===== src/mult_pkg.sv =====
package mult_pkg;

    // operand and result widths
    localparam int OPERAND_W  = 8;
    localparam int PRODUCT_W  = 2 * OPERAND_W;

    // sum of two adjacent rows, row k+1 weighted by 2
    localparam int PAIR_SUM_W = OPERAND_W + 2;

    // sum of four adjacent rows, fits since 255 * 15 < 4096
    localparam int QUAD_SUM_W = OPERAND_W + 4;

    // one operand, also one partial-product row
    typedef logic [OPERAND_W-1:0]  operand_t;

    typedef logic [PRODUCT_W-1:0]  product_t;
    typedef logic [PAIR_SUM_W-1:0] pair_sum_t;
    typedef logic [QUAD_SUM_W-1:0] quad_sum_t;

    // row k = multiplicand gated by multiplier bit k
    typedef operand_t [OPERAND_W-1:0] pp_rows_t;

    typedef struct packed {
        operand_t multiplier;
        operand_t multiplicand;
    } mult_operands_t;

endpackage

===== src/multiplier_8x8.sv =====
`timescale 1ns/100ps

module multiplier_8x8 import mult_pkg::*; (
    input  mult_operands_t operands,
    output product_t       product
);

    // bits of quad_lo below the weight of quad_hi
    localparam int LOW_W = QUAD_SUM_W - OPERAND_W;

    pp_rows_t  rows;
    quad_sum_t quad_lo;
    quad_sum_t quad_hi;
    quad_sum_t final_a;     // quad_lo shifted down under quad_hi
    quad_sum_t final_sum;

    partial_product_gen i_partial_product_gen (
        .operands (operands),
        .rows     (rows)
    );

    pp_reduction_tree i_pp_reduction_tree (
        .rows    (rows),
        .quad_lo (quad_lo),
        .quad_hi (quad_hi)
    );

    assign final_a = {{LOW_W{1'b0}}, quad_lo[QUAD_SUM_W-1:LOW_W]};

    // carry out stays low, 255 * 255 fits in 16 bits
    kogge_stone_adder #(
        .WIDTH (QUAD_SUM_W)
    ) i_final_adder (
        .a    (final_a),
        .b    (quad_hi),
        .sum  (final_sum),
        .cout ()
    );

    assign product = {final_sum, quad_lo[LOW_W-1:0]};

endmodule


===== src/pp_reduction_tree.sv =====
`timescale 1ns/100ps

module pp_reduction_tree import mult_pkg::*; (
    input  pp_rows_t  rows,
    output quad_sum_t quad_lo,  // rows 0..3
    output quad_sum_t quad_hi   // rows 4..7
);

    localparam int NUM_PAIRS = OPERAND_W / 2;
    localparam int NUM_QUADS = NUM_PAIRS / 2;

    // level one operands and results
    operand_t  pair_a   [NUM_PAIRS];
    operand_t  pair_s   [NUM_PAIRS];
    logic      pair_c   [NUM_PAIRS];
    pair_sum_t pair_sum [NUM_PAIRS];

    // level two operands and results
    pair_sum_t quad_a   [NUM_QUADS];
    pair_sum_t quad_s   [NUM_QUADS];
    quad_sum_t quad_sum [NUM_QUADS];

    genvar pr;
    genvar qd;

    // level one: rows (2k, 2k+1), odd row sits one bit higher
    generate
        for (pr = 0; pr < NUM_PAIRS; pr++) begin : g_pair
            // even row minus its lsb, aligned under the odd row
            assign pair_a[pr] = {1'b0, rows[2*pr][OPERAND_W-1:1]};

            kogge_stone_adder #(
                .WIDTH (OPERAND_W)
            ) i_pair_adder (
                .a    (pair_a[pr]),
                .b    (rows[2*pr+1]),
                .sum  (pair_s[pr]),
                .cout (pair_c[pr])
            );

            assign pair_sum[pr] = {pair_c[pr], pair_s[pr], rows[2*pr][0]};
        end
    endgenerate

    // level two: pairs (2k, 2k+1), upper pair sits two bits higher
    generate
        for (qd = 0; qd < NUM_QUADS; qd++) begin : g_quad
            assign quad_a[qd] = {2'b00, pair_sum[2*qd][PAIR_SUM_W-1:2]};

            // carry out is never set, four rows of 8 bits stay below 2**12
            kogge_stone_adder #(
                .WIDTH (PAIR_SUM_W)
            ) i_quad_adder (
                .a    (quad_a[qd]),
                .b    (pair_sum[2*qd+1]),
                .sum  (quad_s[qd]),
                .cout ()
            );

            assign quad_sum[qd] = {quad_s[qd], pair_sum[2*qd][1:0]};
        end
    endgenerate

    assign quad_lo = quad_sum[0];
    assign quad_hi = quad_sum[1];

endmodule


===== src/partial_product_gen.sv =====
`timescale 1ns/100ps

module partial_product_gen import mult_pkg::*; (
    input  mult_operands_t operands,
    output pp_rows_t       rows
);

    genvar row;

    // AND array, one row per multiplier bit
    generate
        for (row = 0; row < OPERAND_W; row++) begin : g_row
            assign rows[row] = operands.multiplicand
                             & {OPERAND_W{operands.multiplier[row]}};
        end
    endgenerate

endmodule


===== src/kogge_stone_adder.sv =====
`timescale 1ns/100ps

module kogge_stone_adder #(
    parameter int WIDTH = 8
) (
    input  logic [WIDTH-1:0] a,
    input  logic [WIDTH-1:0] b,
    output logic [WIDTH-1:0] sum,
    output logic             cout
);

    // number of prefix levels, spans 1, 2, 4 ...
    localparam int LEVELS = $clog2(WIDTH);

    // group generate / propagate per level, index 0 is the bitwise pair
    wire [WIDTH-1:0] g_lvl [0:LEVELS];
    wire [WIDTH-1:0] p_lvl [0:LEVELS];

    genvar lvl;
    genvar idx;

    // bitwise generate and propagate, lsb first
    assign g_lvl[0] = a & b;
    assign p_lvl[0] = a ^ b;

    generate
        for (lvl = 0; lvl < LEVELS; lvl++) begin : g_level
            localparam int SPAN = 1 << lvl;

            for (idx = 0; idx < WIDTH; idx++) begin : g_cell
                if (idx < SPAN) begin : g_pass
                    // group already complete down to bit 0
                    assign g_lvl[lvl+1][idx] = g_lvl[lvl][idx];
                    assign p_lvl[lvl+1][idx] = p_lvl[lvl][idx];
                end else if (idx < 2 * SPAN) begin : g_gray
                    // lower group reaches bit 0 so only the generate matters
                    assign g_lvl[lvl+1][idx] = g_lvl[lvl][idx]
                                             | (p_lvl[lvl][idx] & g_lvl[lvl][idx-SPAN]);
                    assign p_lvl[lvl+1][idx] = 1'b0;    // never read past this level
                end else begin : g_black
                    assign g_lvl[lvl+1][idx] = g_lvl[lvl][idx]
                                             | (p_lvl[lvl][idx] & g_lvl[lvl][idx-SPAN]);
                    assign p_lvl[lvl+1][idx] = p_lvl[lvl][idx] & p_lvl[lvl][idx-SPAN];
                end
            end
        end
    endgenerate

    // no carry in, so bit 0 is just the propagate
    assign sum[0] = p_lvl[0][0];

    generate
        for (idx = 1; idx < WIDTH; idx++) begin : g_sum
            // carry into bit idx is the group generate of bits idx-1 .. 0
            assign sum[idx] = p_lvl[0][idx] ^ g_lvl[LEVELS][idx-1];
        end
    endgenerate

    assign cout = g_lvl[LEVELS][WIDTH-1];   // group generate of the whole word

endmodule


===== config.mk =====
export PLATFORM = sky130hd
export DESIGN_NAME = multiplier_8x8
export DESIGN_NICKNAME = d
export VERILOG_FILES = /design/src/mult_pkg.sv /design/src/multiplier_8x8.sv /design/src/pp_reduction_tree.sv /design/src/partial_product_gen.sv /design/src/kogge_stone_adder.sv
export SDC_FILE = /design/constraint.sdc
export NUM_CORES = 1
export LEC_CHECK = 0
export BUFFER_PORTS_ARGS = -buffer_cell sky130_fd_sc_hd__buf_2
export CAP_MARGIN = 15
export CORE_ASPECT_RATIO = 0.6
export CORE_MARGIN = 5
export CORE_UTILIZATION = 24
export DETAILED_ROUTE_END_ITERATION = 8
export PLACE_DENSITY_LB_ADDON = 0.1
export SLEW_MARGIN = 20
export SYNTH_ARGS = -nofsm -noshare
export SYNTH_HDL_FRONTEND = slang
export SYNTH_SLANG_ARGS = --single-unit

===== constraint.sdc =====
create_clock -name vclk -period 4.17
set_input_delay 0.2085 -clock vclk [all_inputs]
set_output_delay 0.2085 -clock vclk [all_outputs]
set_load 0.05 [all_outputs]

==> run_results.csv <==
group,metric,value,unit
route,routed_via_density,4.35,
sta,fin_crit_sh,114,%
global_route,grt_pass1_wl,13500,um
route,drt-wirelength-per-cell,12.9,um
power_and_ir_drop,power.leakage,2.11,nW
setup_path,crit_path_end_kind,"output pin",
floorplanning,start_util,25.1,%
logic_synthesis,synth_cell_type_count,40,
global_route,fraction_of_met1_tracks_used_by_global_routing,21.8,%
logic_synthesis,per_instance_average_area_after_synthesis,7.39,sq um
power_and_ir_drop,ir_drop_worst_case_vdd,0.671,mV
global_route,grt_util_met3,0.267,%
sta,number_of_hold_violations_in_the_final_report,0,
route,drt-initial-drc-count,81,
global_route,largest_net_degree_at_the_start_of_global_routing,9,
worst_hold_path,hp-class,"in2out",
floorplanning,design.core.area,0.0100,sq mm
route,dr.pass1.iters,4,
sta,least_setup_slack_across_all_paths_after_layout,-572,ps
sta,tightest_slew_margin_relative_to_the_limit,66.3,%
setup_path,crit_type,"in2out",
sta,rsz0062_at_grt,"yes",
final_layout,final_cell_count_no_fill,621,
floorplanning,number_of_top_level_pins,32,
job,count_of_maximum_capacitance_violations,0,
final_layout,num_antenna_cells,0,
place,post-place-cells,601,
global_route,grt_remaining_overflow,0,
status,outcome,"finished with violations",
global_route,top_usage_layer,"met1",
route,drt.antenna.violating_nets,0,
global_route,grt_usage,12.8,%
power_and_ir_drop,power_density,452,mW/mm^2
sta,max_freq,211,MHz
global_route,grt_util_met2,18.5,%
logic_synthesis,yosysSeqAreaShare,0,%
power_and_ir_drop,total_power,1.95,mW
setup_path,timing.critical_path.required,3960,ps
floorplanning,floorplan.die.width,142,um
final_layout,area.growth.synth_to_final,72.0,%
final_layout,register_area,0,sq um
sta,slew_viol_final,0,
logic_synthesis,syn-cell-area,0.00251,sq mm
setup_path,critPathMaxFanout,5,
setup_path,timing.critical_path.arrival,4530,ps
sta,final-setup-viol-count,5,
route,wl,7980,um
logic_synthesis,synthesis.nets,415,
route,num_vias,2703,
setup_path,critPathLaunchType,"primary input",
logic_synthesis,synth.yosys.warnings,0,
final_layout,drive_above_1_share,45.5,%
place,numPortBuffers,32,
route,drc,0,
global_route,initial_antenna_violation_count,0,
cts,cts_hold_repair.buffers,0,
final_layout,n_clock_buffer,0,
final_layout,most_common_cell_after_layout_fill_and_taps_aside,"sky130_fd_sc_hd__buf_4",
place,dpl.hpwl,6870,um
sta,final.min_clock_period,4740,ps
final_layout,mostFrequentLayoutCells,"sky130_fd_sc_hd__buf_4, sky130_fd_sc_hd__and2_1, sky130_fd_sc_hd__ha_1",
global_route,number_of_global_route_vias_before_repair,2674,
final_layout,fin_nets,563,
logic_synthesis,netlist_instances,340,
place,gp_routability_congestion,0.786,
floorplanning,rows,28,
status,violations,"setup timing",
floorplanning,die_area,0.0127,sq mm
floorplanning,floorplan.die.height,89.2,um
sta,worst-slew-pin-transition,504,ps
final_layout,n_sequential_cell,0,
-- where the power goes --
part           total, mW  switching (mW)  internal (mW)
registers              0               0              0
clock network          0               0              0
logic               1.95            1.07          0.886
-- cells by family (layout without fill, tap and decap cells) --
kind of cell    after synthesis  in the layout  share of synthesized area [%]
simple gates                123            123                           26.6
compound gates               88             88                           23.3
fa+ha+maj                    59             59                           31.5
xor+xnor                     41             41                           14.3
buf+inv                      29            175                           4.33
-- critical path: stages --
cell and delay, ps:
sky130_fd_sc_hd__buf_8 100, sky130_fd_sc_hd__and2_4 150, sky130_fd_sc_hd__ha_4 160, sky130_fd_sc_hd__inv_2 50, sky130_fd_sc_hd__fa_2 220, sky130_fd_sc_hd__inv_2 50, sky130_fd_sc_hd__a21oi_2 150, sky130_fd_sc_hd__o21ai_2 70
sky130_fd_sc_hd__a21o_1 180, sky130_fd_sc_hd__a21o_1 200, sky130_fd_sc_hd__xor2_2 170, sky130_fd_sc_hd__ha_1 320, sky130_fd_sc_hd__o21ai_1 70, sky130_fd_sc_hd__o21ba_4 240, sky130_fd_sc_hd__o41ai_4 80, sky130_fd_sc_hd__or4b_1 460
sky130_fd_sc_hd__and4_1 170, sky130_fd_sc_hd__ha_2 180, sky130_fd_sc_hd__or4_4 520, sky130_fd_sc_hd__o2bb2ai_4 170, sky130_fd_sc_hd__nor3_4 60, sky130_fd_sc_hd__xor2_2 240, sky130_fd_sc_hd__xnor2_4 140, sky130_fd_sc_hd__buf_6 170
-- cell usage after synthesis (all sizes together) (2+ instances only) --
cell | number | area (sq um)
a211oi | 5 | 42.5
a21boi | 2 | 15.0
a21o | 11 | 82.6
a21oi | 26 | 134
and2 | 62 | 388
fa | 7 | 140
ha | 52 | 651
inv | 29 | 109
nand2 | 15 | 56.3
nand2b | 2 | 12.5
nor2 | 26 | 97.6
nor2b | 7 | 43.8
nor3 | 4 | 20.0
o21a | 8 | 60.1
o21ai | 18 | 90.1
o21bai | 4 | 30.0
o221ai | 2 | 17.5
o31a | 2 | 18.8
or3 | 2 | 12.5
xnor2 | 32 | 280
xor2 | 9 | 78.8
-- layer usage --
metal  vias up  part of all wire, %  wire [um]
li1       1470                    -          -
met5         -                    0          0
met3         2                  1.9        154
met1      1201                   61       4850
met2        30                   37       2960
met4         0                 0.24         19
-- worst paths after layout --
kind	start	endpoint	slack, ps	cells past startpoint
setup / recovery	operands[1]	product[14]	-570	24
hold / removal	operands[8]	product[0]	860	3
-- per-stage QoR --
step                      utilization (%)  setup TNS (ps)  hold slack, ps  worst slack (ps)  cell area (sq um)
after global placement               36.5           -2860             890              -701               3660
after CTS                            40.9           -2020             857              -577               4100
after detailed placement             36.5           -3080             887              -751               3660
after floorplan                         -            -813             702              -292               2620
final                                43.1           -2010             857              -572               4320
after global routing                 43.1           -3160             870              -763               4320
-- cell type report --
| class | count | area (sq um) |
|---|---|---|
| Tap cell | 135 | 169 |
| Inverter | 29 | 111 |
| Timing Repair Buffer | 146 | 1120 |
| Fill cell | 1020 | 5700 |
| Multi-Input combinational cell | 311 | 2920 |
-- timing repair --
item	in CTS	in global routing
hold endpoints to repair	0	0
gates resized for setup	73	39
pin swaps	46	21
setup buffers	20	5
endpoints found under the setup margin	7	8
gates cloned	0	0
Note: power is estimated with default switching activity, not from simulation.
